===== config.mk =====
export PLATFORM = sky130hd
export DESIGN_NAME = dcache_lookup
export DESIGN_NICKNAME = d
export VERILOG_FILES = /design/src/dcache_pkg.sv /design/src/dcache_lookup.sv
export VERILOG_INCLUDE_DIRS = /design/src
export SDC_FILE = /design/constraint.sdc
export NUM_CORES = 1
export LEC_CHECK = 0
export BUFFER_PORTS_ARGS = -buffer_cell sky130_fd_sc_hd__buf_2
export CAP_MARGIN = 30
export CORE_AREA = 4 4 228 230
export DETAILED_ROUTE_END_ITERATION = 10
export DIE_AREA = 0 0 232 234
export SLEW_MARGIN = 20
export SYNTH_ARGS = -nofsm -noshare
export SYNTH_HDL_FRONTEND = slang
export SYNTH_SLANG_ARGS = --single-unit

===== constraint.sdc =====
create_clock -name clk -period 1.42 [get_ports clk]
set_clock_uncertainty 0.1 [all_clocks]
set_input_delay 0.142 -clock clk [delete_from_list [all_inputs] [get_ports clk]]
set_output_delay 0.142 -clock clk [all_outputs]
set_load 0.05 [all_outputs]

===== src/dcache_cfg.svh =====
`ifndef DCACHE_CFG_SVH
`define DCACHE_CFG_SVH

// byte address and data word
`define DCACHE_ADDR_W       32
`define DCACHE_WORD_BYTES   4
`define DCACHE_BYTE_W       2

// line geometry
`define DCACHE_LINE_WORDS   4
`define DCACHE_OFFSET_W     2

// set geometry
`define DCACHE_SETS         16
`define DCACHE_INDEX_W      4
`define DCACHE_WAYS         2

// address less index, word offset and byte bits
`define DCACHE_TAG_W        24

`endif


===== src/dcache_pkg.sv =====
`include "dcache_cfg.svh"

package dcache_pkg;

    // core request opcode
    typedef enum logic {
        OP_LOAD  = 1'b0,
        OP_STORE = 1'b1
    } req_op_e;

    // miss handling sequence
    typedef enum logic [2:0] {
        RF_IDLE    = 3'd0,
        RF_WB      = 3'd1,
        RF_FETCH   = 3'd2,
        RF_INSTALL = 3'd3,
        RF_REPLAY  = 3'd4
    } refill_state_e;

    // address fields
    typedef logic [`DCACHE_TAG_W-1:0] tag_t;
    typedef logic [`DCACHE_INDEX_W-1:0] index_t;
    typedef logic [`DCACHE_OFFSET_W-1:0] offset_t;

    // data
    typedef logic [8*`DCACHE_WORD_BYTES-1:0] word_t;
    typedef word_t [`DCACHE_LINE_WORDS-1:0] line_t;
    typedef logic [`DCACHE_WORD_BYTES-1:0] mask_t;

endpackage


===== src/dcache_lookup.sv =====
`timescale 1ns/1ps
`include "dcache_cfg.svh"

module dcache_lookup (
    input  logic                  clk,
    input  logic                  rst,
    input  logic                  s1_valid,
    input  dcache_pkg::req_op_e   s1_op,
    input  dcache_pkg::tag_t      s1_tag,
    input  dcache_pkg::index_t    s1_index,
    input  dcache_pkg::offset_t   s1_offset,
    input  dcache_pkg::word_t     s1_wdata,
    input  dcache_pkg::mask_t     s1_mask,
    input  dcache_pkg::tag_t  [`DCACHE_WAYS-1:0] rd_tag,
    input  dcache_pkg::line_t [`DCACHE_WAYS-1:0] rd_line,
    input  logic [`DCACHE_WAYS-1:0] rd_valid,
    input  logic                  freeze,
    output logic                  resp_valid,
    output dcache_pkg::word_t     resp_rdata,
    output logic                  st_wr_en,
    output logic                  st_way,
    output dcache_pkg::index_t    st_index,
    output dcache_pkg::tag_t      st_tag,
    output dcache_pkg::line_t     st_line,
    output logic                  miss_valid,
    output dcache_pkg::tag_t      miss_tag,
    output dcache_pkg::index_t    miss_index,
    output logic                  hazard
);
    import dcache_pkg::*;

    logic [`DCACHE_WAYS-1:0] way_hit;
    logic  hit;
    logic  hit_way;
    logic  done;
    line_t hit_line;
    line_t merged;

    always_comb begin
        for (int w = 0; w < `DCACHE_WAYS; w++) begin
            way_hit[w] = rd_valid[w] & (rd_tag[w] == s1_tag);
        end
    end

    assign hit      = |way_hit;
    assign hit_way  = way_hit[1];
    assign hit_line = rd_line[hit_way];

    // byte merge of the store word into the hit line
    always_comb begin
        merged = hit_line;
        for (int b = 0; b < `DCACHE_WORD_BYTES; b++) begin
            if (s1_mask[b]) begin
                merged[s1_offset][b*8 +: 8] = s1_wdata[b*8 +: 8];
            end
        end
    end

    // stage 1 read data is stale while the pending store lands in its set
    assign hazard = st_wr_en & s1_valid & (s1_index == st_index);

    // tags do not change on a store, so only data reads need the hazard wait
    assign miss_valid = s1_valid & ~hit & ~hazard;
    assign miss_tag   = s1_tag;
    assign miss_index = s1_index;

    assign done = s1_valid & hit & ~freeze & ~hazard;

    always_ff @(posedge clk or negedge rst) begin
        if (!rst) begin
            resp_valid <= 1'b0;
            st_wr_en   <= 1'b0;
        end else begin
            resp_valid <= done;
            st_wr_en   <= done & (s1_op == OP_STORE);
        end
    end

    always_ff @(posedge clk) begin
        resp_rdata <= (s1_op == OP_LOAD) ? hit_line[s1_offset] : '0;
        st_way     <= hit_way;
        st_index   <= s1_index;
        st_tag     <= s1_tag;
        st_line    <= merged;
    end

endmodule


# ---- Yosys cells after proc, flatten, opt, wreduce, memory -nomap -nowiden
# Index checks and enable logic that the tools add are counted.
dict set report word_totals {
  regBits 191
  latchBits 0
  ram_bits 0
  romBits 0
  inputBits 377
  out_inout_bits 221
  mem_count 0
}
dict set report op_classes {
  addsub 0
  multipliers 0
  div 0
  n_lt_le_gt_ge 3
  eq_ne 3
  shifts 0
  mux 20
  n_bitwise 13
  reduce_logical 2
}
# op count
set op_table {}
lappend op_table {{2-to-1 mux 128 bit} 6}
lappend op_table {{bitwise mux 128 bit} 4}
lappend op_table {{demux 32 bit (select 2 bit)} 4}
lappend op_table {{binary-select mux 32 bit (select 2 bit)} 1}
lappend op_table {{2-to-1 mux 32 bit} 2}
lappend op_table {{equality test 24 bit} 2}
lappend op_table {{2-to-1 mux 24 bit} 1}
lappend op_table {{2-to-1 mux 16 bit} 1}
lappend op_table {{AND 1 bit} 10}
lappend op_table {{2-to-1 mux 8 bit} 1}
lappend op_table {{equality test 4 bit} 1}
lappend op_table {{< comparator 2 x 3 -> 1 bit (second input constant)} 1}
lappend op_table {{inverter 1 bit} 3}
lappend op_table {{>= comparator 2 x 1 -> 1 bit (second input constant)} 1}
lappend op_table {{< comparator 1 x 2 -> 1 bit (second input constant)} 1}
lappend op_table {{OR reduction 2 bit} 1}
lappend op_table {{logical AND 1 bit} 1}

# ---- Depth between registers and ports, before layout
dict set report logic_depth {
  depth_word 12
  mapped_depth 8
  mapped_depth_nobuf 5
}

# ---- Least setup slack after synthesis
# No wires, ideal clock.
dict set report synth_path {
  path_kind {reg-to-output}
  startpoint {register st_index[0]}
  endpoint {output port miss_valid}
  arrival_ns 1.749
  path_slack_ns -0.571
  stages_incl_launch_ff 6
  path_cell_list {dfxtp_1 -> xnor2_1 -> nand2_1 -> nor4_1 -> nand2b_1 -> nor2b_1}
}
dict set report synth_via {
  elab_chain_len 4
}
# item line
set synth_lines {}
lappend synth_lines {{start: declaration} dcache_lookup.sv:22} ;# output dcache_pkg::index_t st_index,
lappend synth_lines {{start signal: assignment} dcache_lookup.sv:82} ;# st_index <= s1_index;
lappend synth_lines {{equality test 4 bit} dcache_lookup.sv:60} ;# assign hazard = st_wr_en & s1_valid & (s1_index == st_index);
lappend synth_lines {{AND 1 bit} dcache_lookup.sv:60}
lappend synth_lines {{inverter 1 bit} dcache_lookup.sv:63} ;# assign miss_valid = s1_valid & ~hit & ~hazard;
lappend synth_lines {{AND 1 bit} dcache_lookup.sv:63}
lappend synth_lines {{end: declaration} dcache_lookup.sv:25} ;# output logic miss_valid,
# No other way between the ends.

# ---- Final worst setup path
dict set report layout_path {
  startpoint {register st_index[1]}
  endpoint {output port miss_valid}
}
# The elaborated chain is that of the path after synthesis.

==> summary.txt <==
Worst setup path
  – Crit end category: primary output
  – Crit path max-delay family: simple AND/OR/NAND/NOR gates
  – Crit-path cells: xor2_2 > nor4_4 > nand2b_4 > nor2b_4 > buf_6
  – Crit path from: st_index[1]
  – Slowest stage cell, crit path: dfxtp_2
  – R2r startpoint: st_index[1]
  – Max FO, Critical Path: 2
  – Crit path depth: 5
  – Setup CP Type: reg -> out
  – R2R depth: 7
  – Worst reg-to-reg setup slack: -0.15 ns
  – Crit start category: register
  – Worst R2R End: resp_valid
  – Slowest stage delay, CP: 0.34 ns
  – CP required: 1.18 ns
  – Worst path bufs/invs: 1
  – Arrival @ worst endpoint: roughly 1.7 ns
  – CP endpoint: miss_valid

Layout
  – Post-route cell area: approximately 22000 sq um
  – Final #Nets: ~2500
  – Synthesis-to-finish area growth: 122%
  – Final core occ: 0.433
  – Layout cells sized above 1: 0.560

Route
  – DRC viols: 0
  – Post-DR vias/cell: 5.19
  – DRT Pass-1 Iters: 8
  – Avg WL per Cell: 25.3 um
  – Routed WL: between 70 and 80 mm
  – Antenna Nets Post-Route: 0
  – Starting DRC count in detailed routing: roughly 1100
  – Routed via count: between 10000 and 15000

Synthesis
  – Synthesized flop and latch total: 191
  – Sequential-to-total area share from yosys stat: 0.393
  – Cell area after synthesis: 9750 sq um
  – Synth unique cells: 30
  – Syn_area_per_cell: 8.89 sq um
  – Syn nets: 1474
  – Syn Inst Count: about 1100
  – Synthesis Warnings: 0

STA
  – RSZ-0062 raised after global routing: true
  – Fin Setup TNS: -50.09 ns
  – Max Fclk: 511 MHz
  – Final worst setup slack: -0.537 ns
  – Final Cycle Share: 1.38
  – Slew Limit Fails: 0
  – Slew headroom: 0.716
  – Fin crit period: 1.96 ns
  – Slew @ Worst Pin: 0.427 ns
  – Endpoints failing hold: 0
  – Final setup viols: 165

Floorplanning
  – Die H: 234 um
  – Die X-Extent: 232 um
  – Row count: 82
  – Placeable core region: 49900 sq um
  – DIE AREA: 54300 sq um
  – Initial Util: 0.196
  – I/O Pins: ~600

Clock network
  – Num CTS Buffers: 17
  – CTS tree: yes
  – H-tree Lvls: 4
  – CTS Root Cell: clkbuf_16
  – Clk slew on worst S/H paths: around 0.08 ns
  – Deepest clock path buffer count: 2
  – Clk Latency, worst-skew pair: 0.49 ns
  – Clock sink count: 191

Power and ir drop
  – Clock share of power: 0.299
  – Comb pwr share: 0.340
  – P_int: 10500 uW
  – Sw Ratio: 0.359
  – Tot Pwr: about 16000 uW
  – Maximum VDD drop: 0.742 mV
  – Sw power: 5870 uW
  – Pleak: 0.00893 uW
  – PD cells: 757 nW/um^2
  – Sequential share of power: 0.361

Run
  – Max Cap Viol: 0

GRT
  – Total Routing Usage GR: 0.242
  – First-pass GRT wire length: 97.0 mm
  – Global route hottest layer: met2
  – Initial antenna violation count: 7
  – GRT overflow: 0
  – Largest net degree at the start of global routing: between 60 and 70
  – Global-route met1 utilization: 0.275
  – Vias in the first global route: 14996
  – Global Route met2 Usage: 0.413
  – M3 GR Usage: 0.0723

Run status
  – Status: finished, violations left
  – Failing checks: setup timing

Placement
  – Dpl cell area: ~14000 sq um
  – Post-detail-place hpwl: 40.1 mm
  – Pre-CTS WS: -0.715 ns
  – GP Congestion: 0.962
  – I/O Buffers: 597

Hold path
  – Hold Path Depth: 4
  – Class of the worst hold path: in -> reg
## logic make-up after synthesis
logic type	synth area share
AOI/OAI and AO/OA	0.181
xor gates and xnor gates	0.0467
buffers and inverters	0.0729
DFF	0.393
muxes	0.148
and+or+nand+nor	0.158
## worst min-delay path: stages
cell	delay (ns)
buf_2	0.13
nand2_1	0.09
buf_4	0.14
a31oi_1	0.08
## how the worst min path moves through the flow
stage	startpoint	endpoint	slack (ns)
CTS	s1_index[0]	st_index[0]	-0.36
detailed placement	rst	resp_valid	-0.17
finish	s1_mask[2]	st_line[48]	0.03
global placement	rst	resp_valid	-0.17
global route	s1_mask[2]	st_line[48]	0.05
floorplan	rst	resp_valid	-0.25
## synthesized netlist by cell type
library cell,instances,area [sq um]
clkbuf_1,64,240
buf_8,1,15.0
and3_1,1,6.26
xor2_1,14,123
or4_1,1,7.51
nor4b_1,1,8.76
buf_2,25,125
nand3_1,166,831
nand2b_1,1,6.26
dfxtp_1,189,3780
a21oi_1,32,160
dfrtp_1,2,50.1
nor3_1,3,15.0
xnor2_1,38,333
mux4_2,64,1440
nand2_1,15,56.3
nand4_1,8,50.1
o21ai_0,153,766
buf_6,7,78.8
o21ai_1,7,35.0
and2_1,1,6.26
buf_4,29,218
clkbuf_2,3,15.0
nor4_4,1,21.3
buf_1,5,18.8
nor4_1,4,25.0
nor2b_1,3,18.8
a31oi_1,128,801
nor2_1,130,488
a22oi_1,1,7.51
## layout by cell type (no fill, tap or decap), types with 56 or more instances in the layout
cell / n
o21ai_2: 135
nor2_1: 129
dfxtp_1: 182
mux4_2: 64
dlygate4sd3_1: 320
buf_4: 103
nand3_1: 100
buf_12: 60
nand3_2: 56
a31oi_1: 122
buf_2: 551
## timing repair
item | in CTS | in global routing
pin swaps | 200 | 162
setup buffers | 52 | 19
hold buffers | 319 | 1
cloned | 41 | 9
setup endpoints to repair | 178 | 171
endpoints found under the hold margin | 163 | 1
resized for setup | 400 | 172
## state kept, by name (all words and copies together), names as in the netlist
register and flops:
resp_valid 1, st_wr_en 1, resp_rdata 32, st_way 1, st_index 4, st_tag 24, st_line 128
## final cells by class
class | instances | area, sq um
Antenna cell | 5 | 12.5
Clock buffer | 20 | 447
Clock inverter | 12 | 110
Fill cell | 4529 | 28300
Multi-Input combinational cell | 772 | 6790
Sequential cell | 191 | 3840
Tap cell | 672 | 841
Timing Repair Buffer | 1128 | 9560
## power groups by stage
stage               clock network (uW)  registers (uW)  logic (uW)
finish                            4900            5910        5550
global route                      5170            5930        5760
CTS                               5000            5890        5290
detailed placement                   0            6010        4320
global placement                     0            6010        4290
floorplan                            0            7380        1180
## routing by layer
| metal | vias to the layer above | share of wire | routed length, um |
|---|---|---|---|
| met5 | - | 0.00030 | 21 |
| li1 | 6110 | - | - |
| met4 | 4 | 0.063 | 4440 |
| met2 | 1199 | 0.48 | 34100 |
| met1 | 6885 | 0.36 | 25600 |
| met3 | 320 | 0.095 | 6750 |
## stage by stage
step                      hold slack [ns]  cells
after floorplan                    -0.254   1097
final                              0.0297   2800
after CTS                          -0.359   2799
after detailed placement           -0.170   2358
after global routing               0.0462   2797
after global placement             -0.173   2358
(Power assumes the default switching activity.)
