[src/dcache_cfg.svh]
`ifndef DCACHE_CFG_SVH
`define DCACHE_CFG_SVH

// byte address and data word
`define DCACHE_ADDR_W       32
`define DCACHE_WORD_BYTES   4
`define DCACHE_BYTE_W       2

// line geometry
`define DCACHE_LINE_WORDS   4
`define DCACHE_OFFSET_W     2

// set geometry
`define DCACHE_SETS         16
`define DCACHE_INDEX_W      4
`define DCACHE_WAYS         2

// address less index, word offset and byte bits
`define DCACHE_TAG_W        24

`endif

[src/dcache_pkg.sv]
`include "dcache_cfg.svh"

package dcache_pkg;

    // core request opcode
    typedef enum logic {
        OP_LOAD  = 1'b0,
        OP_STORE = 1'b1
    } req_op_e;

    // miss handling sequence
    typedef enum logic [2:0] {
        RF_IDLE    = 3'd0,
        RF_WB      = 3'd1,
        RF_FETCH   = 3'd2,
        RF_INSTALL = 3'd3,
        RF_REPLAY  = 3'd4
    } refill_state_e;

    // address fields
    typedef logic [`DCACHE_TAG_W-1:0] tag_t;
    typedef logic [`DCACHE_INDEX_W-1:0] index_t;
    typedef logic [`DCACHE_OFFSET_W-1:0] offset_t;

    // data
    typedef logic [8*`DCACHE_WORD_BYTES-1:0] word_t;
    typedef word_t [`DCACHE_LINE_WORDS-1:0] line_t;
    typedef logic [`DCACHE_WORD_BYTES-1:0] mask_t;

endpackage

[src/dcache_refill.sv]
`timescale 1ns/1ps
`include "dcache_cfg.svh"

module dcache_refill (
    input  logic                  clk,
    input  logic                  rst,
    input  logic                  miss_valid,
    input  dcache_pkg::tag_t      miss_tag,
    input  dcache_pkg::index_t    miss_index,
    input  logic                  victim_way,
    input  dcache_pkg::tag_t  [`DCACHE_WAYS-1:0] rd_tag,
    input  dcache_pkg::line_t [`DCACHE_WAYS-1:0] rd_line,
    input  logic [`DCACHE_WAYS-1:0] rd_valid,
    input  logic [`DCACHE_WAYS-1:0] rd_dirty,
    input  logic                  mem_rd_valid,
    input  dcache_pkg::word_t     mem_rd_data,
    output logic                  freeze,
    output logic                  rf_wr_en,
    output logic                  rf_way,
    output dcache_pkg::index_t    rf_index,
    output dcache_pkg::tag_t      rf_tag,
    output dcache_pkg::line_t     rf_line,
    output logic                  victim_flip,
    output logic                  mem_rd_req,
    output logic [`DCACHE_ADDR_W-1:0] mem_rd_addr,
    output logic                  mem_wr_valid,
    output logic [`DCACHE_ADDR_W-1:0] mem_wr_addr,
    output dcache_pkg::word_t     mem_wr_data
);
    import dcache_pkg::*;

    localparam int LINE_LSB = `DCACHE_OFFSET_W + `DCACHE_BYTE_W;

    refill_state_e state;
    offset_t beat;
    logic    start;
    logic    vic_wb;

    tag_t   lat_tag;
    index_t lat_index;
    logic   lat_way;
    tag_t   vic_tag;
    line_t  vic_line;
    line_t  fill_line;

    assign start  = (state == RF_IDLE) & miss_valid;
    assign vic_wb = rd_valid[victim_way] & rd_dirty[victim_way];

    always_ff @(posedge clk or negedge rst) begin
        if (!rst) begin
            state      <= RF_IDLE;
            beat       <= '0;
            mem_rd_req <= 1'b0;
        end else begin
            mem_rd_req <= 1'b0;
            case (state)
                RF_IDLE: begin
                    beat <= '0;
                    if (miss_valid && vic_wb) begin
                        state <= RF_WB;
                    end else if (miss_valid) begin
                        state      <= RF_FETCH;
                        mem_rd_req <= 1'b1;
                    end
                end
                RF_WB: begin
                    beat <= beat + offset_t'(1);
                    if (beat == '1) begin
                        state      <= RF_FETCH;
                        mem_rd_req <= 1'b1;
                    end
                end
                RF_FETCH: begin
                    if (mem_rd_valid) begin
                        beat <= beat + offset_t'(1);
                        if (beat == '1) begin
                            state <= RF_INSTALL;
                        end
                    end
                end
                RF_INSTALL: state <= RF_REPLAY;
                RF_REPLAY:  state <= RF_IDLE;
                default:    state <= RF_IDLE;
            endcase
        end
    end

    // victim is taken from the same read that reported the miss
    always_ff @(posedge clk) begin
        if (start) begin
            lat_tag   <= miss_tag;
            lat_index <= miss_index;
            lat_way   <= victim_way;
            vic_tag   <= rd_tag[victim_way];
            vic_line  <= rd_line[victim_way];
        end
        if (state == RF_FETCH && mem_rd_valid) begin
            fill_line[beat] <= mem_rd_data;
        end
    end

    assign freeze = (state != RF_IDLE) | miss_valid;

    // installed line is clean
    assign rf_wr_en    = (state == RF_INSTALL);
    assign victim_flip = (state == RF_INSTALL);
    assign rf_way      = lat_way;
    assign rf_index    = (state == RF_IDLE) ? miss_index : lat_index;
    assign rf_tag      = lat_tag;
    assign rf_line     = fill_line;

    assign mem_rd_addr  = {lat_tag, lat_index, {LINE_LSB{1'b0}}};
    assign mem_wr_valid = (state == RF_WB);
    assign mem_wr_addr  = {vic_tag, lat_index, {LINE_LSB{1'b0}}};
    assign mem_wr_data  = vic_line[beat];

endmodule

[config.mk]
export PLATFORM = sky130hd
export DESIGN_NAME = dcache_refill
export DESIGN_NICKNAME = d
export VERILOG_FILES = /design/src/dcache_pkg.sv /design/src/dcache_refill.sv
export VERILOG_INCLUDE_DIRS = /design/src
export SDC_FILE = /design/constraint.sdc
export NUM_CORES = 1
export LEC_CHECK = 0
export BUFFER_PORTS_ARGS = -buffer_cell sky130_fd_sc_hd__buf_2
export CORE_AREA = 10 10 237 239
export DETAILED_ROUTE_END_ITERATION = 8
export DIE_AREA = 0 0 247 249
export SETUP_SLACK_MARGIN = 0.05
export SYNTH_ARGS = -nofsm -noshare
export SYNTH_HDL_FRONTEND = slang
export SYNTH_SLANG_ARGS = --single-unit
[constraint.sdc]
create_clock -name clk -period 6.2 [get_ports clk]
set_clock_uncertainty 0.2 [all_clocks]
set_input_delay 0.62 -clock clk [delete_from_list [all_inputs] [get_ports clk]]
set_output_delay 0.62 -clock clk [all_outputs]
set_load 0.01 [all_outputs]
---- After elaboration in Yosys (flattened, before gate mapping) ----
Index checks and enable logic that the tools add are counted.
word-level totals
  bits in registers ....................... 315
  output and inout bits ................... 258
cells by class
  add/subtract/negate cells ............... 1
  $lt $le $gt $ge ......................... 3
  equality and inequality tests ........... 8
  multiplexer cells ....................... 26
  bitwise logic cells ..................... 3
  reduce and logical (&&, ||, !) cells .... 8
operator list
  operator                                                                number
  128-bit 2-to-1 mux                                                      2
  128-bit bitwise mux                                                     1
  32-bit binary-select mux with 2-bit select                              1
  32-bit demux with 2-bit select                                          1
  32-bit 2-to-1 mux                                                       2
  24-bit 2-to-1 mux                                                       2
  3-bit 2-to-1 mux                                                        5
  3-bit one-hot mux with 4 select lines                                   1
  1-bit 2-to-1 mux                                                        7
  3-bit by 2-bit == test with 1-bit output (second input constant)        2
  2-bit one-hot mux with 3 select lines                                   1
  3-bit nonzero test                                                      2
  4-bit 2-to-1 mux                                                        1
  2-bit != test (second input constant)                                   2
  4-bit AND reduction                                                     1
  3-bit by 1-bit == test with 1-bit output (second input constant)        1
  1-bit logical AND                                                       3
  3-bit logical NOT                                                       1
  2-bit by 3-bit < comparator with 1-bit output (second input constant)   1
  3-bit by 2-bit != test with 1-bit output (second input constant)        1
  2-bit by 1-bit adder with 2-bit output (second input constant)          1
  1-bit bitwise AND                                                       2
  2-bit == test (second input constant)                                   1
  2-bit by 1-bit >= comparator with 1-bit output (second input constant)  1
  other kinds (6)                                                         6

---- Depth between registers and ports, before layout ----
Gate-level depths: netlist (run 1).
  word-level depth ........................ 6
  gate-level depth with buffers ........... 6
  depth with buffers taken out ............ 4

---- Worst setup path before layout (run 1) ----
No wires, ideal clock.
  kind .................................... reg-to-reg
  start point ............................. reg beat[0] (netlist name)
  end point ............................... reg fill_line, in the netlist rf_line[100] (enable)
  arrival ................................. 3.808 ns
  required time ........................... 5.499 ns
  path slack .............................. 1.690 ns
  stages on the path, launching flop included .. 4
  path buffers ............................ 0
  clock period less this slack ............ 4.510 ns
  path through ............................ dfrtp_1 ha_1 inv_1 nor4_1
RTL lines
  element                          RTL line             RTL
  to (signal, indexed assignment)  dcache_refill.sv:98  fill_line[beat] <= mem_rd_data;
  to (decl)                        dcache_refill.sv:44  line_t fill_line;

---- Worst setup path in the final report (run 1) ----
  start point ............................. reg beat[0]
  end point ............................... out mem_wr_data[16]
on the way
  word-level cells in the longest chain between the ends .. 2
ends and longest elaborated chain
  element                                     RTL line              RTL
  from (decl)                                 dcache_refill.sv:35   offset_t beat;
  from (signal assigned)                      dcache_refill.sv:67   beat <= beat + offset_t'(1);
  from (signal assigned)                      dcache_refill.sv:75   beat <= beat + offset_t'(1);
  32-bit binary-select mux with 2-bit select  dcache_refill.sv:115  assign mem_wr_data = vic_line[beat];
  32-bit 2-to-1 mux (not written as such)     dcache_refill.sv:115
  to (decl)                                   dcache_refill.sv:28   output dcache_pkg::word_t mem_wr_data
Every way passes these cells. The select of a mux whose other input is x is not followed.

==> impl_metrics.py, run 1 <==
metrics = {
    "yosys": {
        "synth_cells": 607,
        "synth-seq-cells": 315,
        "async_flop_share": 0.0190,
        "synth.distinct_cells": 35,
        "synth-edff-count": 309,
        "ys.flop_type": "edfxtp_1",
        "seq_area_frac_synth": 0.745,
        "syn_area_sq_mm": 0.0127,
        "ys.warnings.count": 0,
        "avgSynthCellArea_sq_um": 20.9,
    },
    "route": {
        "first_pass_iters": 4,
        "vias": 7918,
        "wirelength_mm": 42.3,
        "antenna_left": 0,
        "post-route-drc-count": 0,
        "drt_iter0_drc": 350,
        "viasPerCell": 4.12,
        "routedWlPerCell_microns": 22.0,
    },
    "clock_tree": {
        "path_clk_slew_ns": 0.06,
        "cts_made_buffers": 35,
        "cts_setup_buffers": 0,
        "cts_sinks": 315,
        "clk-insertion-delay-late_ns": 0.52,
        "clockBufferDepth": 3,
        "cts-root-buf": "clkbuf_16",
        "cts_tree": "yes",
        "h-tree-depth": 2,
    },
    "global_routing": {
        "grt_use_met1": 0.133,
        "grt_pass1_wl_mm": 59.3,
        "grt_pass1_vias": 8903,
        "met3_usage": 0.0501,
        "grt_max_degree": 87,
        "overflow": 0,
        "grtUsageMet2": 0.231,
        "grt_use_total": 0.130,
        "top_usage_layer": "met2",
        "antenna_found_initial": 7,
    },
    "placement": {
        "port_buffers": 622,
        "gp_congestion": 0.892,
        "hpwl_mm": 33.4,
    },
    "timing": {
        "worstMarginPinSlew_ns": 1.07,
        "period_share": 0.569,
        "rsz0062_at_grt": "no",
        "slew_violations": 0,
        "setup_violations": 0,
        "slew_headroom": 0.285,
        "fmax_ghz": 0.283,
        "min_period_ns": 3.53,
        "final-hold-violation-count": 0,
        "tns_ns": 0,
    },
    "floorplan": {
        "die_y_microns": 249,
        "die_area_sq_mm": 0.0615,
        "coreArea_sq_mm": 0.0512,
        "row_count": 83,
        "pin_count": 631,
        "initial_core_util": 0.247,
        "dieWidth_microns": 247,
    },
    "worst_setup_path": {
        "worstPathMaxFanout": 20,
        "worstPathRequired_ns": 5.38,
        "critPathLaunchType": "register",
        "r2r_setup_slack_ns": 3.15,
        "end_kind": "primary output",
        "timing.critical_path.arrival_ns": 2.71,
        "crit_type": "register to primary output",
    },
    "final_layout": {
        "antenna_cells": 0,
        "final_util": 0.340,
        "fin_nets": 1596,
        "multiInputGateArea_sq_mm": 0.00280,
        "syn2layout_area_growth_pct": 37.5,
        "seq_area_sq_mm": 0.00943,
        "drive_above_1_share": 0.707,
        "fillers": 4944,
    },
    "power_and_ir_drop": {
        "seqPwrFrac": 0.470,
        "irDropWorstVdd_v": 0.000163,
        "p_int_uw": 4570,
        "powerDensity_mw_per_mm2": 367,
        "net-switching-power_uw": 1810,
        "power_frac_comb": 0.220,
        "switching_share": 0.284,
        "p_clk_frac": 0.310,
        "cellLeakagePower_uw": 0.00690,
    },
    "run_status": {
        "status": "finished, final reports clean",
    },
    "worst_hold_path": {
        "hold_path_class": "primary input to register",
    },
    "run": {
        "drv_cap": 0,
    },
}
## layout by cell type (no fill, tap or decap), types with 3 or more instances in the layout
cell	netlist	routed
and2_1	3	3
conb_1	1	8
nand2b_1	3	3
mux4_2	32	32
mux2_2	156	156
clkbuf_16	0	36
dfrtp_1	6	4
buf_4	37	6
clkinv_4	0	4
inv_1	5	5
clkinv_2	0	3
ha_1	4	4
buf_2	19	621
clkinv_1	0	4
clkbuf_1	1	3
inv_6	0	3
nor3b_1	3	3
edfxtp_1	309	309
## timing repair
action | in CTS | in global routing
gates resized for setup | 0 | 0
setup endpoints to repair | 0 | 0
hold endpoints to repair | 6 | 0
hold buffers | 1 | 0
## power by group through the flow
stage	clock network, uW	registers, uW	logic (uW)
2_1_floorplan	0	3040	785
3_3_place_gp	0	3050	1430
3_5_place_dp	0	3060	1450
4_1_cts	2050	3020	1450
5_1_grt	2140	3050	1520
6_report	1980	3000	1400
## state kept, by name, indices dropped and copies added, names as in the netlist
name / flops
mem_rd_req: 1
state: 3
rf_way: 1
vic_line: 128
rf_tag: 24
rf_line: 128
vic_tag: 24
lat_index: 4
beat: 2
## worst paths after layout
path                                   from               to  cells after the start
worst max-delay path                beat[0]  mem_wr_data[16]                      3
worst min-delay path            miss_tag[1]        rf_tag[1]                      1
worst max register to register      beat[0]     rf_line[110]                      5
worst min register to register     state[0]         state[2]                      1
max in group asynchronous               rst          beat[1]                      2
min in group asynchronous               rst       mem_rd_req                      2
## routing by layer
metal  vias to the layer above  share of wire  wire length, microns
met2                       472           0.51                 21400
met1                      3768           0.34                 14600
met5                         -         0.0014                    61
li1                       3599              -                     -
met3                        71           0.11                  4460
met4                         8          0.042                  1780
## cell usage after synthesis (all sizes together) (2+ instances only)
cell,instances,area share
nand2b,3,0.0015
nor3b,3,0.0018
edfxtp,309,0.73
ha,4,0.0040
dfrtp,6,0.012
a21oi,2,0.00079
buf,62,0.035
inv,5,0.0015
mux2,156,0.14
mux4,32,0.057
and2,4,0.0021
nor3,2,0.0017
## cells by family (layout without fill, tap and decap cells)
logic type	Yosys count	after routing	synth area share
other	1	8	0.000296
buffers and inverters	68	694	0.0366
multiplexers	189	189	0.196
flip-flops	315	315	0.745
AND/OR/NAND/NOR	20	20	0.0113
adder cells (fa/ha/maj)	4	4	0.00395
AO/OA/AOI/OAI	10	10	0.00662
## metrics by stage
stage	hold slack (ns)	setup WS (ns)	std cells	instance area (sq um)	power, uW
2_1_floorplan	0.124	1.69	614	12700	3820
3_3_place_gp	0.270	3.11	1861	16300	4480
3_5_place_dp	0.271	3.05	1861	16300	4500
4_1_cts	0.0190	2.51	1920	17400	6520
5_1_grt	0.0185	2.43	1920	17400	6710
6_report	0.0601	2.67	1920	17400	6390
## critical path, cell delays in order (launching register included)
cell and delay (ns):
dfrtp_2 0.85, buf_4 0.55, mux4_2 0.60, buf_2 0.16
## layout make-up
class	count	area share
Clock buffer	39	0.0524
Inverter	5	0.00108
Clock inverter	19	0.0105
Timing Repair Buffer	631	0.185
Sequential cell	315	0.542
Tap cell	680	0.0489
Multi-Input combinational cell	231	0.161
(Power assumes the default switching activity.)
==> inputs of run 2 (changes only) <==
- CORE_AREA: 10 10 237 239 -> 10 10 238 240
- DIE_AREA: 0 0 247 249 -> 0 0 248 250
- clock period: 6.2 -> 2.9 ns (I/O delays scaled with it)
==> run 2 against run 1 <==
Sequential share of layout area decreased by 9.7 points. Power rose by 120%. Clock power rose by 100%. Routed wire length rose by 5.8%. Critical path depth is the same. Highest routed layer unchanged. Largest cell class unchanged.
==> impl_metrics.py, run 2 (synthesis results as in run 1) <==
metrics = {
    "final_layout": {
        "final_common_cell": "buf_2",
        "final_area_sq_mm": 0.0212,
        "syn2layout_area_growth_pct": 67.7,
        "drive_above_1_share": 0.552,
        "multiInputGateArea_sq_mm": 0.00281,
        "final_util": 0.408,
        "seq_area_sq_mm": 0.00943,
        "fin_nets": 1981,
        "final_cell_mix": "621 x buf_2, 368 x dlygate4sd3_1, 309 x edfxtp_1, 156 x mux2_2, 35 x clkbuf_16",
        "fillers": 4644,
    },
    "timing": {
        "min_period_ns": 2.54,
        "tns_ns": 0,
        "slew_violations": 0,
        "fin_ws_ns": 0.355,
        "slew_headroom": 0.569,
        "worstMarginPinSlew_ns": 0.646,
        "fmax_ghz": 0.393,
        "rsz0062_at_grt": "no",
        "period_share": 0.877,
        "setup_violations": 0,
        "final-hold-violation-count": 0,
    },
    "worst_setup_path": {
        "worstPathMaxFanout": 18,
        "timing.critical_path.arrival_ns": 2.05,
        "critPathLaunchType": "register",
        "crit_type": "register to primary output",
        "worstPathRequired_ns": 2.41,
        "end_kind": "primary output",
    },
    "route": {
        "wirelength_mm": 44.8,
        "post-route-drc-count": 0,
        "drt_iter0_drc": 359,
        "vias": 9520,
        "first_pass_iters": 4,
        "viasPerCell": 4.11,
        "routedWlPerCell_microns": 19.3,
        "antenna_left": 0,
    },
    "placement": {
        "gp_congestion": 0.909,
        "hpwl_mm": 32.6,
        "dpl_cell_area_sq_mm": 0.0165,
        "port_buffers": 622,
        "pre_cts_slack_ns": 0.722,
    },
    "clock_tree": {
        "cts_resized": 0,
        "path_clk_slew_ns": 0.06,
        "clockBufferDepth": 3,
        "cts_tree": "yes",
        "cts_made_buffers": 34,
        "clk-insertion-delay-late_ns": 0.52,
        "cts-root-buf": "clkbuf_16",
        "cts_sinks": 315,
        "h-tree-depth": 2,
    },
    "run_status": {
        "status": "finished, final reports clean",
    },
    "floorplan": {
        "dieWidth_microns": 248,
        "coreArea_sq_mm": 0.0520,
        "die_area_sq_mm": 0.0620,
        "die_y_microns": 250,
        "row_count": 84,
        "initial_core_util": 0.243,
        "pin_count": 631,
    },
    "global_routing": {
        "antenna_found_initial": 7,
        "grt_max_degree": 58,
        "overflow": 0,
        "grt_pass1_vias": 10868,
        "grt_use_total": 0.138,
        "grt_pass1_wl_mm": 64.8,
    },
    "run": {
        "drv_cap": 0,
    },
    "power_and_ir_drop": {
        "p_total_uw": 14000,
        "cellLeakagePower_uw": 0.00852,
        "irDropWorstVdd_v": 0.000386,
        "powerDensity_mw_per_mm2": 660,
    },
    "worst_hold_path": {
        "hold_path_class": "primary input to register",
    },
}
## run 2: report_power, final
part	switching, uW	total, uW	leakage (uW)	internal (uW)
clock	1710	4030	0.000513	2310
sequential	315	6300	0.00291	5990
combinational	1890	3690	0.00510	1810
## run 2: final timing paths
| kind | slack (ns) | start | cells after the start | end |
|---|---|---|---|---|
| max | 0.36 | beat[0] | 3 | mem_wr_data[27] |
| min | 0.03 | victim_way | 1 | rf_way |
| max reg2reg | 0.69 | state[2] | 5 | state[0] |
| min reg2reg | 0.44 | beat[0] | 2 | beat[0] |
| max in group asynchronous | 1.67 | rst | 3 | beat[0] |
| min in group asynchronous | 0.56 | rst | 3 | beat[1] |
## run 2: metal layers
layer / up-vias / routed length, microns / global-route usage
li1: 4383 / - / -
met1: 4547 / 15800 / 0.143
met2: 509 / 22800 / 0.249
met3: 75 / 4840 / 0.0520
met4: 6 / 1240 / 0.0449
met5: - / 39 / 0
## run 2: worst max-delay path, cell delays in order (launching register included)
cell	delay, ns
dfrtp_2	0.39
buf_4	0.37
mux4_2	0.56
buf_2	0.17
## run 2: repair_timing
action,CTS,global route
endpoints found under the setup margin,0,0
setup buffers,0,0
hold buffers,368,0
endpoints found under the hold margin,317,0
## run 2: through the flow
stage,instances,hold WS [ns]
after global routing,2317,0.0399
final,2318,0.0342
after detailed placement,1888,-0.0634
after global placement,1888,-0.0690
after floorplan,614,-0.206
after CTS,2317,0.0126
## run 2: final cells by class
class                           instances  area share
Multi-Input combinational cell        231       0.133
Sequential cell                       315       0.444
Clock buffer                           40      0.0422
Clock inverter                         21     0.00690
Tap cell                              688      0.0406
Inverter                                5    0.000884
Timing Repair Buffer                 1017       0.332
Antenna cell                            1    0.000118
