[src/dcache_cfg.svh]
`ifndef DCACHE_CFG_SVH
`define DCACHE_CFG_SVH

// byte address and data word
`define DCACHE_ADDR_W       32
`define DCACHE_WORD_BYTES   4
`define DCACHE_BYTE_W       2

// line geometry
`define DCACHE_LINE_WORDS   4
`define DCACHE_OFFSET_W     2

// set geometry
`define DCACHE_SETS         16
`define DCACHE_INDEX_W      4
`define DCACHE_WAYS         2

// address less index, word offset and byte bits
`define DCACHE_TAG_W        24

`endif

[src/dcache_pkg.sv]
`include "dcache_cfg.svh"

package dcache_pkg;

    // core request opcode
    typedef enum logic {
        OP_LOAD  = 1'b0,
        OP_STORE = 1'b1
    } req_op_e;

    // miss handling sequence
    typedef enum logic [2:0] {
        RF_IDLE    = 3'd0,
        RF_WB      = 3'd1,
        RF_FETCH   = 3'd2,
        RF_INSTALL = 3'd3,
        RF_REPLAY  = 3'd4
    } refill_state_e;

    // address fields
    typedef logic [`DCACHE_TAG_W-1:0] tag_t;
    typedef logic [`DCACHE_INDEX_W-1:0] index_t;
    typedef logic [`DCACHE_OFFSET_W-1:0] offset_t;

    // data
    typedef logic [8*`DCACHE_WORD_BYTES-1:0] word_t;
    typedef word_t [`DCACHE_LINE_WORDS-1:0] line_t;
    typedef logic [`DCACHE_WORD_BYTES-1:0] mask_t;

endpackage

[src/dcache_req_decode.sv]
`timescale 1ns/1ps
`include "dcache_cfg.svh"

module dcache_req_decode (
    input  logic                  clk,
    input  logic                  rst,
    input  logic                  req_valid,
    input  dcache_pkg::req_op_e   req_op,
    input  logic [`DCACHE_ADDR_W-1:0] req_addr,
    input  dcache_pkg::word_t     req_wdata,
    input  dcache_pkg::mask_t     req_mask,
    input  logic                  freeze,
    input  logic                  hazard,
    output logic                  req_ready,
    output dcache_pkg::index_t    rd_index,
    output logic                  s1_valid,
    output dcache_pkg::req_op_e   s1_op,
    output dcache_pkg::tag_t      s1_tag,
    output dcache_pkg::index_t    s1_index,
    output dcache_pkg::offset_t   s1_offset,
    output dcache_pkg::word_t     s1_wdata,
    output dcache_pkg::mask_t     s1_mask
);
    import dcache_pkg::*;

    tag_t    req_tag;
    index_t  req_index;
    offset_t req_offset;
    logic    accept;

    // byte bits are dropped, accesses are word aligned
    assign {req_tag, req_index, req_offset} = req_addr[`DCACHE_ADDR_W-1:`DCACHE_BYTE_W];

    assign req_ready = ~(freeze | hazard);
    assign accept    = req_valid & req_ready;

    // a held request reads its own set again
    assign rd_index = req_ready ? req_index : s1_index;

    always_ff @(posedge clk or negedge rst) begin
        if (!rst) begin
            s1_valid <= 1'b0;
        end else if (req_ready) begin
            s1_valid <= req_valid;
        end
    end

    always_ff @(posedge clk) begin
        if (accept) begin
            s1_op     <= req_op;
            s1_tag    <= req_tag;
            s1_index  <= req_index;
            s1_offset <= req_offset;
            s1_wdata  <= req_wdata;
            s1_mask   <= req_mask;
        end
    end

endmodule

[config.mk]
export PLATFORM = sky130hd
export DESIGN_NAME = dcache_req_decode
export DESIGN_NICKNAME = d
export VERILOG_FILES = /design/src/dcache_pkg.sv /design/src/dcache_req_decode.sv
export VERILOG_INCLUDE_DIRS = /design/src
export SDC_FILE = /design/constraint.sdc
export NUM_CORES = 1
export LEC_CHECK = 0
export ABC_AREA = 1
export BUFFER_PORTS_ARGS = -buffer_cell sky130_fd_sc_hd__buf_2
export CAP_MARGIN = 30
export CELL_PAD_IN_SITES_DETAIL_PLACEMENT = 0
export CELL_PAD_IN_SITES_GLOBAL_PLACEMENT = 1
export CORE_MARGIN = 2
export CORE_UTILIZATION = 34
export DETAILED_ROUTE_END_ITERATION = 10
export GPL_ROUTABILITY_DRIVEN = 0
export HOLD_SLACK_MARGIN = 0.08
export MAX_ROUTING_LAYER = met4
export PLACE_DENSITY = 0.88
export SETUP_SLACK_MARGIN = 0.2
export SLEW_MARGIN = 5
export SYNTH_ARGS = -nofsm -noshare
export SYNTH_HDL_FRONTEND = slang
export SYNTH_SLANG_ARGS = --single-unit
[constraint.sdc]
create_clock -name clk -period 0.9 [get_ports clk]
set_input_delay 0.09 -clock clk [delete_from_list [all_inputs] [get_ports clk]]
set_output_delay 0.09 -clock clk [all_outputs]
set_load 0.03 [all_outputs]
# [Word-level counts from Yosys, hierarchy flattened]
# Index checks and enable logic that the tools add are counted.
[classes] muxes=1 bitwise_logic=3
[op_table] op="$mux 4" count=1
[op_table] op="$and 1x1->1" count=1
[op_table] op="$not 1->1" count=1
[op_table] op="$or 1x1->1" count=1
[totals] regBits=68 in_bits=74 output_inout_bits=73 word_cells=11

# [Logic depth before layout (Yosys ltp)]
# Gate-level depths: netlist of run 1.
[logic_depth] depth_word=3 ltp_mapped=3 depth_no_buf=3

# [Worst setup path before layout of run 1]
# No wires, ideal clock.
[synth_timing] path_type="input port to flip-flop" from="input hazard" to="register s1_index[0], enable pin" setup_ps=421 t_arrival_ps=1759 required_time_ps=479 setup_slack_ps=-1280 cell_stages=3 path_cell_list="nor2_4 -> nand2_2 -> inv_1"
[synth_via] elab_chain_len=3
[synth_lines] item="from (decl)" line="dcache_req_decode.sv:13" rtl="input logic hazard,"
[synth_lines] item="$or 1x1->1" line="dcache_req_decode.sv:34" rtl="assign req_ready = ~(freeze | hazard);"
[synth_lines] item="$not 1->1" line="dcache_req_decode.sv:34"
[synth_lines] item="$and 1x1->1" line="dcache_req_decode.sv:35" rtl="assign accept = req_valid & req_ready;"
[synth_lines] item="net accept" line="dcache_req_decode.sv:29" rtl="logic accept;"
[synth_lines] item="to (signal assigned)" line="dcache_req_decode.sv:52" rtl="s1_index <= req_index;"
[synth_lines] item="to (decl)" line="dcache_req_decode.sv:19" rtl="output dcache_pkg::index_t s1_index,"
# The timed path passes the listed nets, and every way through them passes these cells.
# A chain may end at the register's enable or synchronous reset.

# [Worst setup path in the final report of run 1]
[layout_timing] from="register s1_index[2]" to="output rd_index[2]"
[layout_via] elab_chain_len=1
[layout_lines] item="$mux 4" line="dcache_req_decode.sv:38" rtl="assign rd_index = req_ready ? req_index : s1_index;"
[layout_lines] item="to (decl)" line="dcache_req_decode.sv:15" rtl="output dcache_pkg::index_t rd_index,"
# Every way passes these cells.

==> results of run 1 <==
logic make-up after synthesis:
group	after synthesis	synth area share, %
and+or+nand+nor	11	2.538
DFF	68	96.10
buffers and inverters	1	0.1769
AOI/OAI and AO/OA	5	1.180
stage by stage:
| step | utilization (%) | setup WS, ns | total power (W) | hold WS (ns) | cell area (sq um) |
|---|---|---|---|---|---|
| after floorplan | - | -0.6986 | 0.004171 | -0.2056 | 2138 |
| final | 77.73 | -0.2722 | 0.007970 | 0.06212 | 4629 |
| after global routing | 77.73 | -0.3046 | 0.008245 | 0.1179 | 4629 |
| after detailed placement | 51.01 | -0.1747 | 0.004531 | -0.1312 | 3038 |
| after CTS | 75.25 | -0.2606 | 0.007944 | 0.08829 | 4482 |
| after global placement | 51.01 | -0.1536 | 0.004513 | -0.1354 | 3038 |
routing by layer:
| layer | wire length (um) | share of wire, % |
|---|---|---|
| met1 | 2199 | 34 |
| met2 | 3759 | 58 |
| met3 | 353 | 5.4 |
| met4 | 169 | 2.6 |
| met5 | 0 | 0 |
power breakdown:
part	switching (W)	total, W	internal, W
Sequential	0.0000765	0.00373	0.00365
Combinational	0.000597	0.00130	0.000707
Clock	0.00111	0.00294	0.00183
Total	0.00178	0.00797	0.00619
what timing repair did:
action,4_1_cts,5_1_grt
hold buffers,69,0
pin swaps,7,2
endpoints found under the hold margin,68,0
setup endpoints to repair,102,138
buffers inserted,3,2
resized for setup,148,10
cloned,1,4
Yosys cell counts, drive strengths merged:
library cell	n
edfxtp	67
nand2	10
o21ai	5
dfrtp	1
inv	1
nor2	1
worst paths after layout:
| path | start | end | slack [ns] | cells after the start |
|---|---|---|---|---|
| setup reg to reg | s1_valid | s1_valid | 0.15 | 3 |
| setup / recovery | s1_index[2] | rd_index[2] | -0.27 | 3 |
| hold / removal | rst | s1_valid | 0.06 | 2 |
| min in group clk | req_valid | s1_valid | 0.11 | 4 |
| max in group asynchronous | rst | s1_valid | 0.74 | 2 |
| hold reg to reg | s1_valid | s1_valid | 0.61 | 3 |
worst max-delay path, cell delays in order, from the launching register on:
cell      delay, ns
edfxtp_1       0.45
o21ai_2        0.10
nand2_2        0.06
buf_6          0.13
cells in the final DEF, fill, tap and decap left out:
cell,n
dlygate4sd3_1,68
buf_6,76
bufinv_16,3
buf_16,1
clkbuf_16,3
buf_2,69
buf_12,4
clkinv_1,1
buf_4,7
o21ai_2,4
dfrtp_2,1
edfxtp_1,67
o21ai_1,1
nand2_1,4
clkinv_2,1
clkbuf_8,9
nand2_2,6
buf_8,2
clkinv_4,1
nor2_4,1
clkinvlp_4,2
registers in the layout, summed over array words and instances (netlist names):
register	flops
s1_op	1
s1_offset	2
s1_tag	24
s1_wdata	32
s1_mask	4
s1_valid	1
s1_index	4
layout make-up:
type | instances | area (sq um)
Clock buffer | 9 | 123.9
Clock inverter | 7 | 115.1
Sequential cell | 68 | 2038
Timing Repair Buffer | 230 | 2147
Inverter | 1 | 7.507
Fill cell | 342 | 1326
Multi-Input combinational cell | 16 | 103.9
Tap cell | 75 | 93.84
==> results by group, run 1 <==
Power and ir drop
  • VDD IR-drop max: 1.577 mV
  • Leak Pwr: between 1.5 and 2 nW
  • Pwr/cell area: between 1500 and 2000 nW/um^2

Floorplanning
  • Core Region: about 6000 sq um
  • Starting Density: between 30% and 40%
  • Top Ports: between 100 and 150
  • Chip width: 82.96 um
  • Row cnt: 28
  • Die Y-Extent: slightly above 80 um
  • Die area: ~7000 sq um

Timing
  • Final setup fails: between 70 and 80
  • Normalized max-slew margin: about nine tenths
  • Final Slew Violations: 0
  • Worst setup margin: -0.2722 ns
  • RSZ-0062 raised after global routing: yes
  • Tmin final: 1.172 ns
  • Setup TNS: -6.012 ns
  • F_max: 853.1 MHz
  • Fin crit share: 130.2%
  • Final Skew: 0 ns
  • Final Hold Fails: 0
  • Worst-margin pin slew: around 0.16 ns

Global route
  • Met2 Use GR: 37.39%
  • Tot GR Track Use: roughly a fifth
  • Pin count of the biggest net entering global routing: 29
  • Global-route met3 utilization: under 10%
  • First-pass GRT wire length: about 9700 um
  • Gr ovfl total: 0
  • Vias in the first global route: 1965
  • GRT met1 Usage: between 10% and 20%
  • Initial antenna violation count: 0
  • Gr busiest metal: met2

Route
  • Vias: between 1500 and 2000
  • Drt via density: 4.264
  • Initial drt markers: slightly above 70
  • Drt total wl: ~6500 um
  • Routed Antenna Nets: 0
  • Pre-Repair DR Iteration Count: 4
  • Post-route DRC: 0
  • WL/cell: between 15 and 20 um

Finish
  • Antenna cells: 0
  • Synth-to-layout area growth: 118.4%
  • Layout cell share with drive strength beyond 1: between 50% and 60%
  • Final layout net count: 400
  • Finished Layout Cells: 406

Clocking
  • Clk buf depth: 2
  • Num CTS Buffers: 9
  • CTS tree: yes
  • Clock Tree Root: clkbuf_8
  • Worst-path clk slew: around 0.07 ns
  • Worst-Skew Late Latency: ~0.34 ns
  • Sink Count: 68
  • H-tree Lvls: 3

Yosys
  • Area leader, netlist: edfxtp_1
  • Cells after synthesis: 85
  • Yosys cell types: 7
  • Syn Std Cell Area: around 2100 sq um
  • #FFs+latches synth: roughly 70
  • Mapped Nets: 159
  • Synth Warn #: 0
  • Synth area leaders: edfxtp_1 (95%), nand2_1 (1.4%), dfrtp_1 (1.2%)
  • Register area share after synthesis: between 90% and 100%
  • Area share of the largest cell type after synthesis: a little over nine tenths
  • Syn avg cell area: around 25 sq um

Flow run
  • Max-Cap Viols: 0

Outcome
  • Failing checks: setup timing
  • Outcome: finished with violations

Critical path
  • Crit path DAT: roughly 1.1 ns
  • Type of the worst setup path: reg -> out
  • CP startpoint kind: flip-flop
  • Data required time of the critical path: between 0.8 and 0.9 ns
  • Crit. End Element: output port
  • Crit path max fanout: 2

Placement
  • Placed insts: around 310
  • Detailed placer's ending HPWL: about 3400 um
  • Number of port buffers: approximately 140

Hold path
  • Worst hold-check path type: in -> async
(Power assumes the default switching activity.)
==> run 2: changes to the inputs <==
--- a/config.mk
+++ b/config.mk
@@ -18,7 +18,7 @@
 export HOLD_SLACK_MARGIN = 0.08
 export MAX_ROUTING_LAYER = met4
 export PLACE_DENSITY = 0.88
-export SETUP_SLACK_MARGIN = 0.2
+export SETUP_SLACK_MARGIN = 0.4
 export SLEW_MARGIN = 5
 export SYNTH_ARGS = -nofsm -noshare
 export SYNTH_HDL_FRONTEND = slang
==> run 2 against run 1 <==
  * The run ends with hold timing, setup timing left
  * Count of clock-buffer cells in the layout stayed put
  * Worst setup slack improved by 0.026 ns
  * Register-to-register slack about the same
  * Cell count shrank 16%
  * Flip-flop and latch count unchanged
  * Die area unchanged
  * Critical endpoint unchanged
  * Largest power group unchanged
  * Highest routed layer unchanged
==> results by group, run 2 (synthesis gave the netlist of run 1 again) <==
Placement
  • Placed insts: 312 (unchanged)
  • Number of port buffers: 144 (unchanged)
  • Place WS: -0.1747 ns (unchanged)
  • Placed instance area: 3038 sq um (unchanged)
  • Detailed placer's ending HPWL: 3366 um (unchanged)

Route
  • Pre-Repair DR Iteration Count: 4 (unchanged)
  • Drt via density: 4.239 (-0.57%)
  • Drt total wl: 5090 um (-21%)
  • Post-route DRC: 0 (unchanged)
  • Vias: 1454 (-16%)
  • WL/cell: 14.84 um (-7.0%)
  • Routed Antenna Nets: 0 (unchanged)
  • Initial drt markers: 45 (-38%)

Power and ir drop
  • Pwr/cell area: 1920 nW/um^2 (+12%)
  • VDD IR-drop max: 1.534 mV (-2.7%)
  • Leak Pwr: 1.681 nW (-13%)

Flow run
  • Max-Cap Viols: 0 (unchanged)

Global route
  • Tot GR Track Use: 15.33% (-4.3 points)
  • Pin count of the biggest net entering global routing: 16 (-45%)
  • Vias in the first global route: 1573 (-20%)
  • First-pass GRT wire length: 7527 um (-23%)
  • Gr ovfl total: 0 (unchanged)
  • Initial antenna violation count: 0 (unchanged)

Critical path
  • Type of the worst setup path: reg -> out
  • Crit. End Element: output port
  • WP buf/inv: 1 (unchanged)
  • CP max stage cell: edfxtp_1
  • CP peak stage delay: 0.44 ns (about the same)
  • Crit path max fanout: 2 (unchanged)
  • Crit path DAT: 1.06 ns (-0.02 ns)
  • CP startpoint kind: flip-flop
  • Data required time of the critical path: 0.81 ns (about the same)
  • Crit-path leading delay family: flip-flops
  • CP Cell Sequence: o21ai_2, nand2_2, buf_6

Timing
  • Final Slew Violations: 0 (unchanged)
  • Normalized max-slew margin: 89.79% (+0.55 points)
  • Final Hold Fails: 67 (+67)
  • Tmin final: 1.146 ns (-0.02611 ns)
  • F_max: 872.5 MHz (+2.3%)
  • Final Skew: 0 ns (unchanged)
  • Fin crit share: 127.3% (-2.9 points)
  • Worst-margin pin slew: 0.1529 ns (-0.008517 ns)
  • RSZ-0062 raised after global routing: yes
  • Worst setup margin: -0.2461 ns (+0.02611 ns)
  • Final setup fails: 72 (unchanged)
  • Hold_ws: -0.07469 ns (-0.1368 ns)

Finish
  • Most frequent cells in the layout: buf_6 (84), buf_2 (69), edfxtp_1 (67)
  • Top Registers: s1_wdata: 32 flops, s1_tag: 24 flops
  • Finished Layout Cells: 343 (-16%)
  • Post-route cell area: 4030 sq um (-13%)
  • Final layout net count: 337 (-16%)
  • Most common cell after layout, fill and taps aside: buf_6
  • Multi-input gate area: 107.6 sq um (+3.6%)
  • Antenna cells: 0 (unchanged)
  • Sequential cell area: 2038 sq um (unchanged)
  • Largest register FFs: 32 (unchanged)
  • Layout cell share with drive strength beyond 1: 72.76% (+15 points)
  • Synth-to-layout area growth: 90.14%
  • Biggest register: s1_wdata
  • # fillers: 423 (+24%)
  • Fin util: 67.67% (-10 points)

Clocking
  • CTS Hold Bufs: 1 (-99%)
  • Num CTS Buffers: 9 (unchanged)
  • H-tree Lvls: 3 (unchanged)
  • Clock Tree Root: clkbuf_8
  • Worst-path clk slew: 0.07 ns (about the same)
  • Clk buf depth: 2 (unchanged)
  • Sink Count: 68 (unchanged)
  • CTS tree: yes
  • Worst-Skew Late Latency: 0.33 ns (about the same)

Floorplanning
  • Core Region: 5956 sq um (unchanged)
  • Chip width: 82.96 um (unchanged)
  • Die Y-Extent: 82.96 um (unchanged)
  • Top Ports: 147 (unchanged)
  • Row cnt: 28 (unchanged)
  • Die area: 6882 sq um (unchanged)
  • Starting Density: 35.59% (unchanged)

Outcome
  • Outcome: finished with violations
  • Failing checks: hold timing, setup timing

Hold path
  • Worst hold-check path type: in -> reg
## run 2: what timing repair did
action	in CTS	in global routing
endpoints found under the hold margin	68	68
setup buffers	7	1
pin swaps	6	3
gates cloned	3	3
gates resized for setup	157	11
endpoints found under the setup margin	141	141
## run 2: power by group
part	leakage (nW)	total [W]	internal (W)	switching [W]
logic	0.937	0.00108	0.000537	0.000546
clock network	0.117	0.00293	0.00183	0.00110
registers	0.627	0.00373	0.00365	0.0000730
total	1.68	0.00774	0.00602	0.00172
## run 2: worst register-to-register path: cells and delay by family, from the launching register on
family	cells	cell delay (ns)
compound gates	1	0.05
simple gates	1	0.05
flops	1	0.42
buf+inv	1	0.12
## run 2: cell type report
class / count / share of cell area [%]
clock buffer: 9 / 3.074
sequential: 68 / 50.57
inverter: 1 / 0.1863
timing repair buffer: 167 / 38.31
clock inverter: 7 / 2.856
tap: 75 / 2.328
multi-input combinational: 16 / 2.670
## run 2: worst paths after layout
path                                    start            to  slack [ns]  cells past startpoint
worst min register to register       s1_valid      s1_valid        0.59                      3
worst max-delay path              s1_index[2]   rd_index[2]       -0.25                      3
max in group asynchronous                 rst      s1_valid        0.74                      2
worst max register to register       s1_valid      s1_valid        0.16                      3
worst min-delay path            req_wdata[26]  s1_wdata[26]       -0.07                      1
min in group asynchronous                 rst      s1_valid        0.06                      2
## run 2: routing by layer
| layer | part of all wire, % | global-route usage [%] |
|---|---|---|
| met5 | 0 | - |
| met4 | 0.28 | 8.197 |
| met3 | 6.0 | 5.169 |
| met2 | 57 | 25.95 |
| met1 | 36 | 15.67 |
## run 2: metrics by stage
stage	setup TNS [ns]	power [W]
global route	-8.803	0.008021
floorplan	-46.81	0.004171
finish	-5.186	0.007737
detailed placement	-10.56	0.004531
CTS	-7.037	0.007764
global placement	-9.027	0.004513
==> run 3: changes to the inputs <==
--- a/config.mk
+++ b/config.mk
@@ -12,12 +12,13 @@
 export CELL_PAD_IN_SITES_DETAIL_PLACEMENT = 0
 export CELL_PAD_IN_SITES_GLOBAL_PLACEMENT = 1
 export CORE_MARGIN = 2
-export CORE_UTILIZATION = 34
+export CORE_UTILIZATION = 35
+export CTS_BUF_LIST = sky130_fd_sc_hd__clkbuf_8
 export DETAILED_ROUTE_END_ITERATION = 10
 export GPL_ROUTABILITY_DRIVEN = 0
 export HOLD_SLACK_MARGIN = 0.08
 export MAX_ROUTING_LAYER = met4
-export PLACE_DENSITY = 0.88
+export PLACE_DENSITY = 0.9
 export SETUP_SLACK_MARGIN = 0.4
 export SLEW_MARGIN = 5
 export SYNTH_ARGS = -nofsm -noshare
==> run 3 against run 2 <==
  * The run still ends with hold timing, setup timing left
  * Fmax is 0.49% lower
  * First-iteration DRC count is 100% higher
  * Global-route usage is 2.6 points higher
  * Routed wire length is 12% higher
  * Sequential share of layout area hardly changed
  * Hold slack better by 0.0025 ns
  * Flip-flop and latch count stayed put
==> results by group, run 3 (synthesis gave the netlist of run 1 again) <==
Outcome
  • Outcome: finished with violations
  • Failing checks: hold timing, setup timing

Clocking
  • H-tree Lvls: 3 (unchanged)
  • Clk buf depth: 2 (unchanged)
  • Sink Count: 68 (unchanged)
  • Num CTS Buffers: 9 (unchanged)
  • Worst-path clk slew: 0.08 ns (about the same)
  • Clock Tree Root: clkbuf_8
  • CTS Hold Bufs: 1 (unchanged)
  • CTS tree: yes
  • Worst-Skew Late Latency: 0.32 ns (about the same)

Placement
  • Placed instance area: 3030 sq um (-0.25%)
  • Placed insts: 311 (-0.32%)
  • Number of port buffers: 144 (unchanged)

Critical path
  • R2R depth: 3 (unchanged)
  • Crit path DAT: 1.06 ns (about the same)
  • FF-to-FF End: s1_valid
  • CP max stage cell: edfxtp_1
  • Data required time of the critical path: 0.81 ns (about the same)
  • CP startpoint kind: flip-flop
  • Crit path max fanout: 2 (unchanged)
  • CP Cell Sequence: o21ai_1, nand2_2, buf_6
  • R2R Path Start: s1_valid
  • Type of the worst setup path: reg -> out
  • Crit-path leading delay family: flip-flops
  • WP buf/inv: 1 (unchanged)
  • Crit path to: rd_index[3]
  • CP peak stage delay: 0.41 ns (-0.03 ns)
  • CP Depth: 3 (unchanged)
  • Critical Path Source: s1_index[3]
  • Crit. End Element: output port
  • FF-to-FF setup slack: 0.16 ns (about the same)

Global route
  • Gr ovfl total: 0 (unchanged)
  • Tot GR Track Use: 17.95% (+2.6 points)
  • Vias in the first global route: 1562 (-0.70%)
  • Pin count of the biggest net entering global routing: 12 (-4)
  • Initial antenna violation count: 2 (+2)
  • First-pass GRT wire length: 7914 um (+5.1%)

Route
  • Drt via density: 4.451 (+5.0%)
  • WL/cell: 16.35 um (+10%)
  • Pre-Repair DR Iteration Count: 4 (unchanged)
  • Vias: 1549 (+6.5%)
  • Post-route DRC: 0 (unchanged)
  • Drt total wl: 5691 um (+12%)
  • Routed Antenna Nets: 0 (unchanged)
  • Initial drt markers: 92 (+100%)

Timing
  • Worst setup margin: -0.2517 ns (-0.005597 ns)
  • Final setup fails: 72 (unchanged)
  • Tmin final: 1.152 ns (+0.005597 ns)
  • Final Slew Violations: 0 (unchanged)
  • F_max: 868.3 MHz (-0.49%)
  • Fin crit share: 128.0% (+0.62 points)
  • RSZ-0062 raised after global routing: yes
  • Normalized max-slew margin: 89.48% (-0.31 points)
  • Final Hold Fails: 67 (unchanged)
  • Worst-margin pin slew: 0.1568 ns (+0.003907 ns)
  • Hold_ws: -0.07217 ns (+0.002527 ns)
  • Final Skew: 0 ns (unchanged)

Finish
  • Top Registers: s1_wdata: 32 flops, s1_tag: 24 flops
  • Biggest register: s1_wdata
  • Layout cell share with drive strength beyond 1: 70.85% (-1.9 points)
  • Post-route cell area: 4034 sq um (about the same)
  • Finished Layout Cells: 348 (+1.5%)
  • Most common cell after layout, fill and taps aside: buf_6
  • Most frequent cells in the layout: buf_6 (80), buf_2 (69), edfxtp_1 (67)
  • Largest register FFs: 32 (unchanged)
  • Synth-to-layout area growth: 90.32% (about the same)
  • # fillers: 393 (-7.1%)
  • Final layout net count: 340 (+0.89%)

Hold path
  • Worst hold-check path type: in -> reg
  • Hold path cells: 1 (unchanged)
  • HP Start: req_addr[23]

Floorplanning
  • Top Ports: 147 (unchanged)
  • Die area: 6695 sq um (-2.7%)
  • Chip width: 81.82 um (-1.4%)
  • Starting Density: 36.01% (+0.42 points)
  • Row cnt: 28 (unchanged)
  • Core Region: 5886 sq um (-1.2%)
  • Die Y-Extent: 81.82 um (-1.4%)

Power and ir drop
  • VDD IR-drop max: 1.257 mV (-18%)
  • Leak Pwr: 1.677 nW (-0.21%)
  • Pwr/cell area: 1770 nW/um^2 (-7.8%)

Flow run
  • Max-Cap Viols: 0 (unchanged)
[run 3: how the worst min path moves through the flow]
| stage | slack [ns] | end |
|---|---|---|
| floorplan | -0.21 | s1_valid |
| global placement | -0.13 | s1_valid |
| detailed placement | -0.13 | s1_valid |
| CTS | -0.09 | s1_wdata[15] |
| global route | -0.1 | s1_wdata[15] |
| finish | -0.07 | s1_tag[15] |
[run 3: layout make-up]
type / instances / area, sq um / area share [%]
multi-input cells: 16 / 96.34 / 2.388
well taps: 75 / 93.84 / 2.326
diodes: 2 / 5.005 / 0.1241
repair buffers: 170 / 1612 / 39.95
flip-flops and latches: 68 / 2038 / 50.53
clock inverters: 7 / 57.56 / 1.427
clock buffers: 9 / 123.9 / 3.071
inverters: 1 / 7.507 / 0.1861
[run 3: layer usage]
layer | vias to the layer above | GRT usage, % | share of wire (%)
li1 | 704 | - | -
met1 | 728 | 19.42 | 35
met2 | 104 | 28.62 | 53
met3 | 13 | 8.462 | 9.5
met4 | 0 | 7.167 | 2.6
met5 | - | - | 0
[run 3: timing repair]
item | 4_1_cts | 5_1_grt
gates cloned | 6 | 0
pin swaps | 5 | 2
hold endpoints to repair | 69 | 68
gates resized for setup | 160 | 10
setup buffers | 12 | 0
endpoints found under the setup margin | 141 | 141
[run 3: power by group]
| group | total [W] | switching [W] | internal, W |
|---|---|---|---|
| Sequential | 0.00373 | 0.0000767 | 0.00365 |
| Combinational | 0.00112 | 0.000557 | 0.000561 |
| Clock | 0.00229 | 0.00105 | 0.00124 |
[run 3: through the flow]
step / TNS (ns) / worst slack, ns / total power, W / util [%]
after CTS: -6.391 / -0.2412 / 0.007169 / 68.01
after global placement: -8.232 / -0.1315 / 0.004512 / 51.49
final: -5.183 / -0.2517 / 0.007139 / 68.54
after detailed placement: -9.308 / -0.1481 / 0.004531 / 51.49
after global routing: -8.359 / -0.3092 / 0.007418 / 68.54
after floorplan: -46.81 / -0.6986 / 0.004171 / -
